`src/hdl/issue_pkg.sv`:
```
/*
  shared constants and types for the two-wide issue slice
  RV32I only, OP and OP-IMM groups; shifts and compares decode as unsupported
  slot_t imm is already sign-extended by the decoder
*/
`default_nettype none

package issue_pkg;

	//////////////////////////////////////////////////
	// widths and register space
	localparam int xlen      = 32;
	localparam int reg_count = 32;

	typedef logic [4:0] reg_idx_t;

	localparam reg_idx_t zero_reg = 5'd0;	// x0, hardwired zero

	//////////////////////////////////////////////////
	// encodings
	localparam logic [6:0] opc_op     = 7'b0110011;
	localparam logic [6:0] opc_op_imm = 7'b0010011;

	localparam logic [2:0] f3_add = 3'b000;	// also addi, sub
	localparam logic [2:0] f3_xor = 3'b100;
	localparam logic [2:0] f3_or  = 3'b110;
	localparam logic [2:0] f3_and = 3'b111;
	localparam logic [6:0] f7_sub = 7'b0100000;

	// output sequencer states
	localparam logic [1:0] snd_idle = 2'd0;
	localparam logic [1:0] snd_req  = 2'd1;
	localparam logic [1:0] snd_wait = 2'd2;	// ack seen, waiting for it to drop

	// one word, read as R or I format
	typedef union packed {
		struct packed {
			logic [6:0] funct7;
			reg_idx_t   rs2;
			reg_idx_t   rs1;
			logic [2:0] funct3;
			reg_idx_t   rd;
			logic [6:0] opcode;
		} r;
		struct packed {
			logic [11:0] imm;
			reg_idx_t    rs1;
			logic [2:0]  funct3;
			reg_idx_t    rd;
			logic [6:0]  opcode;
		} i;
	} instr_word_u;

	typedef enum logic [2:0] {alu_add, alu_sub, alu_xor, alu_or, alu_and, alu_none} alu_op_e;

	// decoded slot, 52 bits
	typedef struct packed {
		alu_op_e         alu_op;
		reg_idx_t        rs1;
		reg_idx_t        rs2;
		reg_idx_t        rd;
		logic            use_imm;	// operand b from imm
		logic [xlen-1:0] imm;
		logic            writes;	// rd write enable
	} slot_t;

endpackage

`default_nettype wire

```
`src/hdl/issue_if.sv`:
```
/*
  stage-to-stage links; a transfer is valid && take in one cycle
  source holds valid and payload stable until the transfer
*/
`timescale 1ns/1ps
`default_nettype none

//////////////////////////////////////////////////
// decoded pair, fetch -> execute
interface pair_if import issue_pkg::*; ();
	logic  valid;
	logic  take;
	slot_t slot0;	// older instruction
	slot_t slot1;

	modport source (output valid, slot0, slot1, input take);
	modport sink   (input valid, slot0, slot1, output take);
endinterface


`default_nettype wire

```
`src/hdl/fetch_receiver.sv`:
```
/*
  four-phase req/ack input side, one raw pair buffer
  source must hold in_inst0/1 stable while in_req is high
  unsupported opcodes leave here as alu_none with writes clear
*/
`timescale 1ns/1ps
`default_nettype none

module fetch_receiver import issue_pkg::*; (
	input  logic        clock,
	input  logic        reset,
	input  logic        in_req,
	input  logic [31:0] in_inst0,
	input  logic [31:0] in_inst1,
	output logic        in_ack,
	pair_if.source      pair
);

	instr_word_u raw0, raw1;	// latched words, no reset
	logic        full;
	logic        grab;

	// decode one word through the R or I view
	function automatic slot_t decode(input instr_word_u w);
		slot_t s;
		s        = '0;
		s.alu_op = alu_none;
		s.rd     = w.r.rd;	// same bits in both views
		case (w.r.opcode)
			opc_op: begin
				s.rs1 = w.r.rs1;
				s.rs2 = w.r.rs2;
				case (w.r.funct3)
					f3_add:  s.alu_op = (w.r.funct7 == f7_sub) ? alu_sub : alu_add;
					f3_xor:  s.alu_op = alu_xor;
					f3_or:   s.alu_op = alu_or;
					f3_and:  s.alu_op = alu_and;
					default: s.alu_op = alu_none;	// shifts, slt
				endcase
			end
			opc_op_imm: begin
				s.rs1     = w.i.rs1;
				s.rs2     = zero_reg;	// no second source
				s.use_imm = 1'b1;
				s.imm     = {{(xlen-12){w.i.imm[11]}}, w.i.imm};
				case (w.i.funct3)
					f3_add:  s.alu_op = alu_add;
					f3_xor:  s.alu_op = alu_xor;
					f3_or:   s.alu_op = alu_or;
					f3_and:  s.alu_op = alu_and;
					default: s.alu_op = alu_none;
				endcase
			end
			default: s.alu_op = alu_none;	// carried through, no write
		endcase
		s.writes = (s.alu_op != alu_none);
		return s;
	endfunction

	// new pair only into an empty buffer, and not twice per req
	assign grab = in_req && !in_ack && !full;

	always_ff @(posedge clock) begin
		if (reset) begin
			in_ack <= 1'b0;
			full   <= 1'b0;
		end else begin
			if (grab)
				in_ack <= 1'b1;
			else if (!in_req)
				in_ack <= 1'b0;	// one cycle after req low
			if (grab)
				full <= 1'b1;
			else if (pair.valid && pair.take)
				full <= 1'b0;
		end
	end

	always_ff @(posedge clock) begin
		if (grab) begin
			raw0 <= in_inst0;
			raw1 <= in_inst1;
		end
	end

	assign pair.valid = full;	// rises with in_ack
	assign pair.slot0 = decode(raw0);
	assign pair.slot1 = decode(raw1);

	// ack holds for as long as the source keeps req up
	a_ack_hold: assert property (@(posedge clock) disable iff (reset)
		in_ack && in_req |=> in_ack);

endmodule

`default_nettype wire

```
`src/flat_wrapper.sv`:
```
// flat-port wrapper written by rule: the top's interface ports become plain ports
module fetch_receiver_flat import issue_pkg::*;
  (clock, reset, in_req, in_inst0, in_inst1, in_ack, pair_valid, pair_slot0, pair_slot1, pair_take);
  pair_if pair_i ();
  input  logic clock;
  input  logic reset;
  input  logic in_req;
  input  logic [31:0] in_inst0;
  input  logic [31:0] in_inst1;
  output logic in_ack;
  output wire logic [$bits(pair_i.valid)-1:0] pair_valid;
  output wire logic [$bits(pair_i.slot0)-1:0] pair_slot0;
  output wire logic [$bits(pair_i.slot1)-1:0] pair_slot1;
  input wire logic [$bits(pair_i.take)-1:0] pair_take;
  assign pair_valid = pair_i.valid;
  assign pair_slot0 = pair_i.slot0;
  assign pair_slot1 = pair_i.slot1;
  assign pair_i.take = pair_take;
  fetch_receiver u_core (.clock(clock), .reset(reset), .in_req(in_req), .in_inst0(in_inst0), .in_inst1(in_inst1), .in_ack(in_ack), .pair(pair_i));
endmodule
```
`config.mk`:
```
export PLATFORM = sky130hd
export DESIGN_NAME = fetch_receiver_flat
export DESIGN_NICKNAME = d
export VERILOG_FILES = /design/src/hdl/issue_pkg.sv /design/src/hdl/issue_if.sv /design/src/hdl/fetch_receiver.sv /design/src/flat_wrapper.sv
export SDC_FILE = /design/constraint.sdc
export NUM_CORES = 1
export LEC_CHECK = 0
export BUFFER_PORTS_ARGS = -buffer_cell sky130_fd_sc_hd__buf_2
export CORE_MARGIN = 1
export CORE_UTILIZATION = 45
export CTS_BUF_LIST = sky130_fd_sc_hd__clkbuf_2
export DETAILED_ROUTE_END_ITERATION = 6
export PLACE_DENSITY = 0.83
export SETUP_SLACK_MARGIN = 0.1
export SLEW_MARGIN = 20
export SYNTH_ARGS = -nofsm -noshare
export SYNTH_HDL_FRONTEND = slang
export SYNTH_SLANG_ARGS = --single-unit
```
`constraint.sdc`:
```
create_clock -name clock -period 6.59 [get_ports clock]
set_input_delay 0.659 -clock clock [delete_from_list [all_inputs] [get_ports clock]]
set_output_delay 0.659 -clock clock [all_outputs]
set_load 0.01 [all_outputs]
```
==> impl_metrics.csv <==
group,metric,value,unit
status,status,"finished clean",
critical_path,path_class,"reg2out",
critical_path,crit_path_end_kind,"output port",
timing,relSlewSlack,58.2,%
finish,antenna_cells,0,
clocking,clk_pin_slew,170,ps
yosys,synth.most_common_cell,"edfxtp_1",
yosys,yosys.area.top_type_share,66.8,%
critical_path,crit_arrival,2610,ps
placement,dp.cells,396,
finish,drive_above_1_share,58.2,%
floorplan,die_h,82.0,um
yosys,seq_area_frac_synth,68.1,%
job,maxCapViolations,0,
power,switching_power,0.174,mW
grt,grt.overflow.total,0,
critical_path,cp_data_required_time,5930,ps
power,switching_share,22.3,%
yosys,synth_edf_count,64,
clocking,cts_tree,"done",
power,power_frac_seq,64.8,%
timing,finalCritPeriodShare,49.6,%
grt,gr-usage-all-layers,16.3,%
grt,grt_pass1_wl,7600,um
power,p_int,0.604,mW
yosys,syn-num-nets,266,
floorplan,core-area,6060,sq um
detailed_routing,routedWlPerCell,13.2,um
clocking,cts_resized,0,
clocking,postCtsSetupBuffers,0,
yosys,ys_warn_count,0,
clocking,cts_buffer_depth,2,
yosys,ys_ff_latch,66,
yosys,yosys-top-cells-count,"edfxtp_1, buf_4, and2_1",
yosys,muxShareOfSynthArea,0,%
timing,max_freq,0.306,GHz
placement,hpwl,4210,um
detailed_routing,via_per_inst,4.69,
grt,grt_max_degree,38,
yosys,netlist_instances,198,
finish,final_cells,412,
clocking,cts_max_level,3,
detailed_routing,num_vias,1933,
grt,first_global_vias,1688,
timing,hold_viol,0,
clocking,cts_made_buffers,9,
critical_path,worstPathMaxFanout,21,
timing,finalCriticalPeriod,3270,ps
yosys,synth-adder-area-share,0,%
detailed_routing,drt-initial-drc-count,89,
power,p_leak,1.76,nW
floorplan,die_x,82.0,um
clocking,cts_root_buffer,"clkbuf_2",
power,p_comb_share,6.9,%
floorplan,row_count,28,
power,power_density,217,nW/um^2
timing,slew_violations,0,
yosys,synth-main-ff-cell,"edfxtp_1",
clocking,clk_latency,460,ps
critical_path,critPathLaunchType,"flop",
yosys,synth_top_family_by_area,"simple AND/OR/NAND/NOR gates",
yosys,synth_area_leaders,"edfxtp_1, buf_4, and2_1",
floorplan,start_util,47.5,%
timing,setup-violations-final,0,
timing,final.setup_skew,15.8,ps
yosys,synth_xor_area_share,0,%
timing,worst_pin_slew,625,ps
floorplan,die_area,6720,sq um
placement,port_buffers,173,
timing,tns,0,ps
clocking,clock_sinks,66,
yosys,synthSimpleGateAreaFrac,17.1,%
yosys,synth_compound_area_share,1.26,%
yosys,synth_cell_types,26,
power,max-vdd-ir-drop,167,uV
placement,gp_congestion,0.731,
grt,antenna_found_initial,0,
yosys,syn_area_per_cell,14.5,sq um
power,p_clk_share,28.3,%
detailed_routing,antenna_left,0,
detailed_routing,totalWireLength,5450,um
clocking,cts_hold_buffers,0,
yosys,synth_top_area_cell,"edfxtp_1",
yosys,synthArstFlopShare,0,%
timing,rsz0062_at_grt,"false",
worst_hold_path,hp-class,"in2reg",
detailed_routing,drc,0,
yosys,syn-cell-area,2880,sq um
floorplan,io_pins,174,
detailed_routing,drt-pass1-iter-count,4,
finish,nets,400,
finish,syn2layout_area_growth,24.6,%
## path summary, 6_finish.rpt
check / startpoint / endpoint / slack [ps] / cells after the start
worst max register to register: u_core.in_ack$_SDFFE_PP0P_ / u_core.raw0[10]$_DFFE_PP_ / 5260 / 2
worst min-delay path: reset / u_core.pair.valid$_SDFFE_PP0P_ / 340 / 2
worst max-delay path: u_core.raw1[6]$_DFFE_PP_ / pair_slot1[31] / 3320 / 4
worst min register to register: u_core.in_ack$_SDFFE_PP0P_ / u_core.in_ack$_SDFFE_PP0P_ / 550 / 2
## power by group through the flow
stage	registers, mW	clock network, mW	logic [mW]
final	0.504	0.220	0.0532
after global routing	0.507	0.244	0.0581
after CTS	0.504	0.229	0.0540
after detailed placement	0.514	0	0.0538
after global placement	0.512	0	0.0512
after floorplan	0.514	0	0.0273
## cells by family (layout without fill, tap and decap cells)
logic type	Yosys count	count (layout)
AOI/OAI and AO/OA	5	5
and+or+nand+nor	74	74
buffers and inverters	53	192
DFF	66	66
## cell usage in the layout, fill, tap and decap left out, drive strengths merged, types with 2 or more instances in the layout
cell	count
nor2b	3
edfxtp	64
nand2	2
o21a	2
and3	11
and2	34
or4	3
nor2	3
dfxtp	2
clkinvlp	2
nand3	2
nor3b	4
or4b	2
clkinv	3
clkbuf	10
nor3	3
nor4b	3
buf	175
## per-layer routing
layer | global-route usage [%] | wire length [um] | up-vias | share of wire, %
met2 | 27.8 | 2880 | 110 | 53
li1 | - | - | 930 | -
met3 | 5.11 | 453 | 9 | 8.3
met4 | 11.1 | 116 | 0 | 2.1
met1 | 17.2 | 2000 | 884 | 37
met5 | 0 | 0 | - | 0
## flip-flops by register name, indices dropped and copies added (netlist names)
| name | cells |
|---|---|
| u_core.raw1 | 32 |
| u_core.raw0 | 32 |
| u_core.in_ack | 1 |
| u_core.pair.valid | 1 |
## final cells by class
cell class | instances | area, sq um
Fill cell | 522 | 2470
Sequential cell | 66 | 1960
Timing Repair Buffer | 175 | 881
Multi-Input combinational cell | 79 | 538
Tap cell | 75 | 93.8
Clock inverter | 6 | 57.6
Clock buffer | 10 | 50.0
Inverter | 1 | 3.75
## worst max-delay path: stages (launching register included)
cell and delay [ps]:
edfxtp_1 400, or4b_4 590, nor3_2 470, and2_1 490, buf_2 220
## per-stage QoR
step	hold WS [ps]	power [mW]	setup WS [ps]	utilization, %	instance area (sq um)
2_1_floorplan	534	0.542	668	-	2880
3_3_place_gp	516	0.563	3640	57.3	3470
3_5_place_dp	530	0.567	3540	57.3	3470
4_1_cts	292	0.787	2970	59.1	3580
5_1_grt	279	0.810	2910	59.2	3590
6_report	342	0.777	3320	59.2	3590
Power figures use the tool's default switching activity.
