## src/hdl/issue_pkg.sv

```systemverilog
/*
  shared constants and types for the two-wide issue slice
  RV32I only, OP and OP-IMM groups; shifts and compares decode as unsupported
  slot_t imm is already sign-extended by the decoder
*/
`default_nettype none

package issue_pkg;

	//////////////////////////////////////////////////
	// widths and register space
	localparam int xlen      = 32;
	localparam int reg_count = 32;

	typedef logic [4:0] reg_idx_t;

	localparam reg_idx_t zero_reg = 5'd0;	// x0, hardwired zero

	//////////////////////////////////////////////////
	// encodings
	localparam logic [6:0] opc_op     = 7'b0110011;
	localparam logic [6:0] opc_op_imm = 7'b0010011;

	localparam logic [2:0] f3_add = 3'b000;	// also addi, sub
	localparam logic [2:0] f3_xor = 3'b100;
	localparam logic [2:0] f3_or  = 3'b110;
	localparam logic [2:0] f3_and = 3'b111;
	localparam logic [6:0] f7_sub = 7'b0100000;

	// output sequencer states
	localparam logic [1:0] snd_idle = 2'd0;
	localparam logic [1:0] snd_req  = 2'd1;
	localparam logic [1:0] snd_wait = 2'd2;	// ack seen, waiting for it to drop

	// one word, read as R or I format
	typedef union packed {
		struct packed {
			logic [6:0] funct7;
			reg_idx_t   rs2;
			reg_idx_t   rs1;
			logic [2:0] funct3;
			reg_idx_t   rd;
			logic [6:0] opcode;
		} r;
		struct packed {
			logic [11:0] imm;
			reg_idx_t    rs1;
			logic [2:0]  funct3;
			reg_idx_t    rd;
			logic [6:0]  opcode;
		} i;
	} instr_word_u;

	typedef enum logic [2:0] {alu_add, alu_sub, alu_xor, alu_or, alu_and, alu_none} alu_op_e;

	// decoded slot, 52 bits
	typedef struct packed {
		alu_op_e         alu_op;
		reg_idx_t        rs1;
		reg_idx_t        rs2;
		reg_idx_t        rd;
		logic            use_imm;	// operand b from imm
		logic [xlen-1:0] imm;
		logic            writes;	// rd write enable
	} slot_t;

endpackage

`default_nettype wire

```

## src/hdl/issue_if.sv

```systemverilog
/*
  stage-to-stage links; a transfer is valid && take in one cycle
  source holds valid and payload stable until the transfer
*/
`timescale 1ns/1ps
`default_nettype none


//////////////////////////////////////////////////
// result pair, execute -> sender
interface result_if import issue_pkg::*; ();
	logic            valid;
	logic            take;
	reg_idx_t        rd0, rd1;
	logic            wen0, wen1;
	logic [xlen-1:0] data0, data1;	// zero when wen low

	modport source (
		output valid, rd0, rd1, wen0, wen1, data0, data1,
		input  take
	);
	modport sink (
		input  valid, rd0, rd1, wen0, wen1, data0, data1,
		output take
	);
endinterface

`default_nettype wire

```

## src/hdl/result_sender.sv

```systemverilog
/*
  four-phase req/ack output side with one holding register
  out_* fields are stable while out_req is high
  next pair accepted only once out_ack has dropped
*/
`timescale 1ns/1ps
`default_nettype none

module result_sender import issue_pkg::*; (
	input  logic            clock,
	input  logic            reset,
	result_if.sink          result,
	output logic            out_req,
	input  logic            out_ack,
	output reg_idx_t        out_rd0,
	output reg_idx_t        out_rd1,
	output logic            out_wen0,
	output logic            out_wen1,
	output logic [xlen-1:0] out_data0,
	output logic [xlen-1:0] out_data1
);

	logic [1:0] state;
	logic       accept;

	assign result.take = result.valid && (state == snd_idle);
	assign accept      = result.valid && result.take;

	//////////////////////////////////////////////////
	// sequencer
	always_ff @(posedge clock) begin
		if (reset) begin
			state <= snd_idle;
		end else begin
			case (state)
				snd_idle: if (accept) state <= snd_req;
				snd_req:  if (out_ack) state <= snd_wait;	// req drops next
				snd_wait: if (!out_ack) state <= snd_idle;
				default:  state <= snd_idle;
			endcase
		end
	end

	// holding register
	always_ff @(posedge clock) begin
		if (accept) begin
			out_rd0   <= result.rd0;
			out_rd1   <= result.rd1;
			out_wen0  <= result.wen0;
			out_wen1  <= result.wen1;
			out_data0 <= result.data0;
			out_data1 <= result.data1;
		end
	end

	assign out_req = (state == snd_req);

	// req never withdrawn before the sink answers
	a_req_hold: assert property (@(posedge clock) disable iff (reset)
		out_req && !out_ack |=> out_req);

endmodule

`default_nettype wire

```

## src/flat_wrapper.sv

```systemverilog
// flat-port wrapper written by rule: the top's interface ports become plain ports
module result_sender_flat import issue_pkg::*;
  (clock, reset, out_req, out_ack, out_rd0, out_rd1, out_wen0, out_wen1, out_data0, out_data1, result_valid, result_rd0, result_rd1, result_wen0, result_wen1, result_data0, result_data1, result_take);
  result_if result_i ();
  input  logic clock;
  input  logic reset;
  output logic out_req;
  input  logic out_ack;
  output reg_idx_t out_rd0;
  output reg_idx_t out_rd1;
  output logic out_wen0;
  output logic out_wen1;
  output logic [xlen-1:0] out_data0;
  output logic [xlen-1:0] out_data1;
  input wire logic [$bits(result_i.valid)-1:0] result_valid;
  input wire logic [$bits(result_i.rd0)-1:0] result_rd0;
  input wire logic [$bits(result_i.rd1)-1:0] result_rd1;
  input wire logic [$bits(result_i.wen0)-1:0] result_wen0;
  input wire logic [$bits(result_i.wen1)-1:0] result_wen1;
  input wire logic [$bits(result_i.data0)-1:0] result_data0;
  input wire logic [$bits(result_i.data1)-1:0] result_data1;
  output wire logic [$bits(result_i.take)-1:0] result_take;
  assign result_i.valid = result_valid;
  assign result_i.rd0 = result_rd0;
  assign result_i.rd1 = result_rd1;
  assign result_i.wen0 = result_wen0;
  assign result_i.wen1 = result_wen1;
  assign result_i.data0 = result_data0;
  assign result_i.data1 = result_data1;
  assign result_take = result_i.take;
  result_sender u_core (.clock(clock), .reset(reset), .result(result_i), .out_req(out_req), .out_ack(out_ack), .out_rd0(out_rd0), .out_rd1(out_rd1), .out_wen0(out_wen0), .out_wen1(out_wen1), .out_data0(out_data0), .out_data1(out_data1));
endmodule
```

## config.mk

```make
export PLATFORM = sky130hd
export DESIGN_NAME = result_sender_flat
export DESIGN_NICKNAME = d
export VERILOG_FILES = /design/src/hdl/issue_pkg.sv /design/src/hdl/issue_if.sv /design/src/hdl/result_sender.sv /design/src/flat_wrapper.sv
export SDC_FILE = /design/constraint.sdc
export NUM_CORES = 1
export LEC_CHECK = 0
export ABC_AREA = 0
export BUFFER_PORTS_ARGS = -buffer_cell sky130_fd_sc_hd__buf_2
export CAP_MARGIN = 5
export CORE_ASPECT_RATIO = 0.7
export CORE_UTILIZATION = 35
export CTS_BUF_LIST = sky130_fd_sc_hd__clkbuf_8 sky130_fd_sc_hd__clkbuf_16
export DETAILED_ROUTE_END_ITERATION = 12
export HOLD_SLACK_MARGIN = 0.05
export PLACE_DENSITY = 0.65
export REMOVE_ABC_BUFFERS = 1
export SYNTH_ARGS = -nofsm -noshare
export SYNTH_HDL_FRONTEND = slang
export SYNTH_SLANG_ARGS = --single-unit
```

## constraint.sdc

```tcl
create_clock -name clock -period 24.9 [get_ports clock]
set_input_delay 4.98 -clock clock [delete_from_list [all_inputs] [get_ports clock]]
set_output_delay 4.98 -clock clock [all_outputs]
set_load 0.005 [all_outputs]
```

==> key figures, run 1 <==
Worst setup path
  • Cell Chain, Critical Path: buf_2 > nor3b_2 > buf_2
  • Reg2reg path depth: 2
  • CP max-delay cell: nor3b_2
  • Critical Path Max Stage Delay: 0.21 ns
  • Worst reg2reg path endpoint: u_core.out_data0[16]
  • Cell mode on critical path: buf_2
  • Crit path max-delay family: buffers and inverters
  • Reg2reg start: u_core.state[1]
  • WS Path Type: input port to output pin
  • CP arrival: 5.43 ns
  • CP Buf/Inv Count: 2
  • Crit end category: output pin
  • Setup slack, reg-to-reg: 23.11 ns
  • Worst EP required: 19.92 ns
  • Worst-path maximum fanout: 2
  • Crit path launch type: input port

Timing
  • Fin crit period: 10.41 ns
  • Final cycle utilization of the critical path: 41.79%
  • Worst hold slack: 0.5356 ns
  • Final setup vio count: 0
  • Final Slew Violations: 0
  • Fin. Hold Viols: 0
  • Slew @ Worst Pin: 0.9241 ns
  • Rel. slew slack: 38.40%
  • Final TNS setup: 0 ns
  • Fmax: 96.09 MHz
  • Worst clock skew: 0.005261 ns
  • RSZ-0062 raised after global routing: no

GRT
  • GRT Residual Overflow: 0
  • Number of global-route vias before repair: 1,428
  • First-pass GRT wire length: 6.720 mm
  • Total GRT Usage: 13.14%
  • Initial antenna violation count: 0
  • Pin count of the biggest net entering global routing: 77

Flow run
  • Max-cap violations: 0

Power and ir drop
  • P_leak: 1.470 nW
  • Cell Pwr Density: 76.69 mW/mm^2
  • Final Power: 0.0002658 W
  • Max IR drop VDD: 58.00 uV

Drt
  • Pre-Repair DR Iteration Count: 4
  • Wirelength, routed: 4.575 mm
  • Initial DRC count: 30
  • Via count: 1,405
  • DR DRC count: 0
  • WL/cell: 13.15 microns
  • Via-to-Cell Ratio: 4.037
  • Antenna-violating nets left: 0

Logic synthesis
  • Yosys warnings: 0
  • Share of the synthesized area in the top cell type: 96.46%
  • Ys flop type: edfxtp_1
  • Yosys reg bits: 78
  • Netlist cell types: 7
  • Synth area leader: edfxtp_1
  • Post-synthesis async set-or-reset flop share: 0%
  • Cell area after synthesis: 0.002366 sq mm
  • Most frequent cells after synthesis: 76 x edfxtp_1, 2 x dfxtp_1, 2 x nor3b_1
  • Top cells by area, synth: edfxtp_1 96%, dfxtp_1 1.7%, nor3b_1 0.63%
  • EDFF count, synth: 76
  • Mean post-synth cell area: 28.17 sq um
  • Most common cell in the synthesized netlist: edfxtp_1
  • Mapped Cells: 84
  • Seq/Total Area, Yosys: 98.15%

Floorplanning
  • Starting density of the core: 37.17%
  • Die Ht: 70.79 microns
  • Die span in x: 100.3 microns
  • Core area: 0.006366 sq mm
  • Die Footprint: 0.007098 sq mm
  • I/O pin count: 158
  • Placement Rows: 24

Finish
  • Layout Area Growth over Synthesis: 46.48%
  • Final antenna diode count: 0
  • Register area: 0.002322 sq mm
  • Fillers: 550
  • Filler-free cell count of the finished design: 348
  • Finished Core Util: 54.44%
  • Layout cell share with drive strength beyond 1: 67.70%
  • Final Net Count: 333
  • Multi-input gate area: 48.80 sq um

Place
  • IO buf count: 157
  • Inst Count DP: 333
  • Routability cong.: 0.6797

CTS
  • Post-CTS setup buffers: 0
  • CTS root buf: clkbuf_8
  • Htree depth: 3
  • CTS Buf Count: 9
  • CTS sink cnt: 78
  • Clk_lat worst skew: 0.33 ns
  • CTS resizes: 0
  • Post-CTS Hold Fix Bufs: 0
  • CTS tree: yes
  • Clk slew on worst S/H paths: 0.07 ns
  • Clock tree buffer depth: 2

Worst hold path
  • Worst Hold Class: register to register
  • Hold Path Depth: 1
  • Hold wc startpoint: u_core.state[1]
  • WHS Endpoint: u_core.state[0]

Run status
  • Status: finished clean
-- sequential cells by signal, indices dropped and copies added (netlist names) --
signal            count
u_core.out_data0     32
u_core.out_data1     32
u_core.out_rd0        5
u_core.out_rd1        5
u_core.state          2
u_core.out_wen0       1
u_core.out_wen1       1
-- metal layers --
layer | wire length (microns) | global-route usage, %
met1 | 1724 | 12.81
met5 | 0 | 0
met4 | 32 | 5.314
met2 | 2283 | 22.37
met3 | 534 | 8.300
-- power breakdown --
group           total, W  internal [W]  leakage (nW)  switching [W]
clock network  0.0000877     0.0000455        0.0911      0.0000422
registers       0.000157      0.000155         0.741     0.00000211
logic          0.0000206     0.0000102         0.637      0.0000104
-- cell type report --
class                           count  area share, %
Clock buffer                        9          3.574
Clock inverter                      6          1.841
Multi-Input combinational cell      6          1.408
Sequential cell                    78          67.00
Tap cell                           91          3.285
Timing Repair Buffer              158          22.89
-- placed cells by master (no fill, tap or decap), drive strengths merged --
cell | Yosys | layout
edfxtp | 76 | 76
nor2 | 1 | 1
clkinvlp | 0 | 2
clkbuf | 0 | 9
bufinv | 0 | 1
nor3b | 2 | 2
dfxtp | 2 | 2
xnor2 | 1 | 1
nor2b | 1 | 1
buf | 0 | 158
a2111oi | 1 | 1
clkinv | 0 | 3
-- metrics by stage --
step | worst slack (ns) | instance area (sq um)
floorplan | 9.357 | 2366
global placement | 14.48 | 3278
detailed placement | 14.48 | 3278
CTS | 14.48 | 3466
global route | 14.47 | 3466
finish | 14.49 | 3466
-- logic make-up (layout without fill, tap and decap cells) --
group | after synthesis | in the layout | share of synthesized area, %
DFF | 78 | 78 | 98.15
buffers and inverters | 0 | 173 | 0
and+or+nand+nor | 4 | 4 | 1.057
AOI/OAI and AO/OA | 1 | 1 | 0.4231
xor gates and xnor gates | 1 | 1 | 0.3702
-- how the worst max path moves through the flow --
stage / startpoint / end / depth (start not counted)
after global placement: result_valid / result_take / 3
after detailed placement: result_valid / result_take / 3
after floorplan: result_valid / result_take / 1
after CTS: result_valid / result_take / 3
final: result_valid / result_take / 3
after global routing: result_valid / result_take / 3
Power figures use the tool's default switching activity.
==> inputs of run 2 (changes only) <==
ABC_AREA = 1   (was 0)
clock period = 10.5 ns   (was 24.9 ns; I/O delays follow)
==> run 2 against run 1 <==
Compared with the run above:
- clock skew is essentially flat
- flip-flop and latch count is the same
- sequential power grew 140%
- area after synthesis grew 0.79%
- die area grew 0.77%
- first-iteration DRC count shrank 33%
- global-route usage shrank 0.36 points
- register-to-register slack lost 14 ns
- critical path type unchanged
==> key figures, run 2 <==
Run status
  • Status: finished clean (unchanged)

Finish
  • Layout cell share with drive strength beyond 1: 66.92% (was 67.70%)
  • Final Net Count: 340 (was 333)
  • Biggest regs: u_core.out_data0: 32 flops, u_core.out_data1: 32 flops (unchanged)
  • Most frequent cells in the layout: 157 x buf_2, 76 x edfxtp_1, 9 x clkbuf_8, 3 x nand2_1 (was 157 x buf_2, 76 x edfxtp_1, 9 x clkbuf_8)
  • Layout Area Growth over Synthesis: 46.43% (was 46.48%)
  • Final antenna diode count: 0 (unchanged)
  • Fillers: 538 (was 550)
  • Finished Core Util: 54.60% (was 54.44%)
  • Commonest non-fill, non-tap cell in the layout: buf_2 (unchanged)

Power and ir drop
  • Clock share of power: 35.2% (was 33.0%)
  • Switching power total: 0.0001276 W (was 0.00005472 W)
  • Combinational power share: 7.5% (was 7.7%)
  • Cell Pwr Density: 185.8 mW/mm^2 (was 76.69 mW/mm^2)
  • Seq pwr share: 57.3% (was 59.3%)
  • Internal: 0.0005211 W (was 0.0002111 W)
  • Final Power: 0.0006487 W (was 0.0002658 W)
  • Max IR drop VDD: 117.6 uV (was 58.00 uV)
  • P_leak: 1.503 nW (was 1.470 nW)
  • Sw Ratio: 19.67% (was 20.59%)

Logic synthesis
  • Seq/Total Area, Yosys: 97.38% (was 98.15%)
  • Most common cell in the synthesized netlist: edfxtp_1 (unchanged)
  • Share of the synthesized area in the top cell type: 95.70% (was 96.46%)
  • Mean post-synth cell area: 26.21 sq um (was 28.17 sq um)
  • Netlist cell types: 9 (was 7)
  • EDFF count, synth: 76 (unchanged)
  • Yosys warnings: 0 (unchanged)
  • Synth area leader: edfxtp_1 (unchanged)
  • Cell area after synthesis: 0.002385 sq mm (was 0.002366 sq mm)
  • Top cells by area, synth: edfxtp_1 96%, dfxtp_1 1.7%, nor2_2 0.52% (was edfxtp_1 96%, dfxtp_1 1.7%, nor3b_1 0.63%)
  • Post-synthesis async set-or-reset flop share: 0% (unchanged)
  • Yosys reg bits: 78 (unchanged)
  • Most frequent cells after synthesis: 76 x edfxtp_1, 3 x inv_1, 3 x nand2_1 (was 76 x edfxtp_1, 2 x dfxtp_1, 2 x nor3b_1)
  • Ys flop type: edfxtp_1 (unchanged)
  • Mapped Cells: 91 (was 84)

Timing
  • Fin crit period: 4.563 ns
  • Final TNS setup: 0 ns (unchanged)
  • Worst hold slack: 0.5320 ns (was 0.5356 ns)
  • Fmax: 219.1 MHz
  • Worst clock skew: 0.005607 ns (was 0.005261 ns)
  • Rel. slew slack: 38.38% (was 38.40%)
  • Final setup vio count: 0 (unchanged)
  • Final cycle utilization of the critical path: 43.46%
  • Final Slew Violations: 0 (unchanged)
  • RSZ-0062 raised after global routing: no (unchanged)
  • Slew @ Worst Pin: 0.9244 ns (was 0.9241 ns)
  • Fin. Hold Viols: 0 (unchanged)

CTS
  • CTS resizes: 0 (unchanged)
  • CTS Buf Count: 9 (unchanged)
  • CTS sink cnt: 78 (unchanged)
  • Clk_lat worst skew: 0.33 ns (about the same)
  • Clock tree buffer depth: 2 (unchanged)
  • Clk slew on worst S/H paths: 0.07 ns (about the same)
  • Post-CTS Hold Fix Bufs: 0 (unchanged)
  • CTS tree: yes (unchanged)
  • Htree depth: 3 (unchanged)
  • Post-CTS setup buffers: 0 (unchanged)
  • CTS root buf: clkbuf_8 (unchanged)

Worst setup path
  • Crit path launch type: input port (unchanged)
  • Crit end category: output pin (unchanged)
  • CP arrival: 2.46 ns (was 5.43 ns)
  • Worst-path maximum fanout: 2 (unchanged)
  • WS Path Type: input port to output pin (unchanged)
  • Worst EP required: 8.40 ns (was 19.92 ns)

Drt
  • DR DRC count: 0 (unchanged)
  • Pre-Repair DR Iteration Count: 3 (was 4)
  • Antenna-violating nets left: 0 (unchanged)
  • Initial DRC count: 20 (was 30)
  • Via count: 1,425 (was 1,405)
  • WL/cell: 13.08 microns (was 13.15 microns)
  • Via-to-Cell Ratio: 4.025 (was 4.037)
  • Wirelength, routed: 4.629 mm (was 4.575 mm)

Place
  • Routability cong.: 0.6834 (was 0.6797)
  • IO buf count: 157 (unchanged)
  • Dpl hpwl: 3.300 mm

GRT
  • Number of global-route vias before repair: 1,333 (was 1,428)
  • GRT Residual Overflow: 0 (unchanged)
  • Total GRT Usage: 12.78% (was 13.14%)
  • First-pass GRT wire length: 6.486 mm (was 6.720 mm)
  • Initial antenna violation count: 0 (unchanged)
  • Pin count of the biggest net entering global routing: 77 (unchanged)

Floorplanning
  • I/O pin count: 158 (unchanged)
  • Core area: 0.006396 sq mm (was 0.006366 sq mm)
  • Die Ht: 71.06 microns (was 70.79 microns)
  • Die Footprint: 0.007153 sq mm (was 0.007098 sq mm)
  • Placement Rows: 24 (unchanged)
  • Die span in x: 100.7 microns (was 100.3 microns)
  • Starting density of the core: 37.28% (was 37.17%)

Flow run
  • Max-cap violations: 0 (unchanged)

Worst hold path
  • Worst Hold Class: register to register (unchanged)
[run 2: cell count changes in the layout (fill, tap and decap cells not counted), moves of 2 or more]
cell,previous run,this run
nor2_2,0,2
inv_2,0,2
nand2_1,0,3
inv_1,0,2
[run 2: final timing paths]
kind | from | endpoint | slack, ns | cells after the start
worst max-delay path | result_valid | result_take | 5.94 | 4
worst min-delay path | u_core.state[0] | u_core.state[0] | 0.53 | 2
worst max register to register | u_core.state[0] | u_core.out_rd1[2] | 8.80 | 4
worst min register to register | u_core.state[0] | u_core.state[0] | 0.53 | 2
[run 2: cell families after synthesis]
family | share of synthesized area [%]
compound gates | 0.3673
simple gates | 1.627
buf+inv | 0.6294
flops | 97.38
[run 2: per-stage QoR]
step | cell area, sq um | cells | setup slack (ns)
5_1_grt | 3492 | 354 | 5.887
6_report | 3492 | 354 | 5.937
4_1_cts | 3492 | 354 | 5.931
2_1_floorplan | 2385 | 91 | 4.712
3_5_place_dp | 3292 | 340 | 5.935
3_3_place_gp | 3292 | 340 | 5.922
[run 2: worst max-delay path, stage by stage]
cell and delay (ns):
buf_2 0.10, nand2_1 0.10, inv_2 0.05, buf_2 0.12
[run 2: metal layers]
layer / vias up / track usage [%] / share of wire (%)
li1: 689 / - / -
met1: 623 / 13.91 / 40
met2: 109 / 17.88 / 42
met3: 4 / 10.57 / 17
met4: 0 / 5.797 / 0.67
met5: - / 0 / 0
[run 2: layout make-up]
cell class	instances	area (sq um)	share of cell area [%]
clock buffer	9	123.9	3.547
clock inverter	5	76.32	2.186
inverter	4	15.01	0.4300
multi-input combinational	9	47.55	1.362
sequential	78	2322	66.50
tap	91	113.9	3.260
timing repair buffer	158	793.3	22.72
[run 2: power groups by stage]
stage / clock network (W) / registers [W] / logic, W
after detailed placement: 0 / 0.000379 / 0.0000495
final: 0.000228 / 0.000372 / 0.0000484
after global routing: 0.000248 / 0.000374 / 0.0000535
after global placement: 0 / 0.000378 / 0.0000489
after CTS: 0.000238 / 0.000372 / 0.0000496
after floorplan: 0 / 0.000384 / 0.00000915
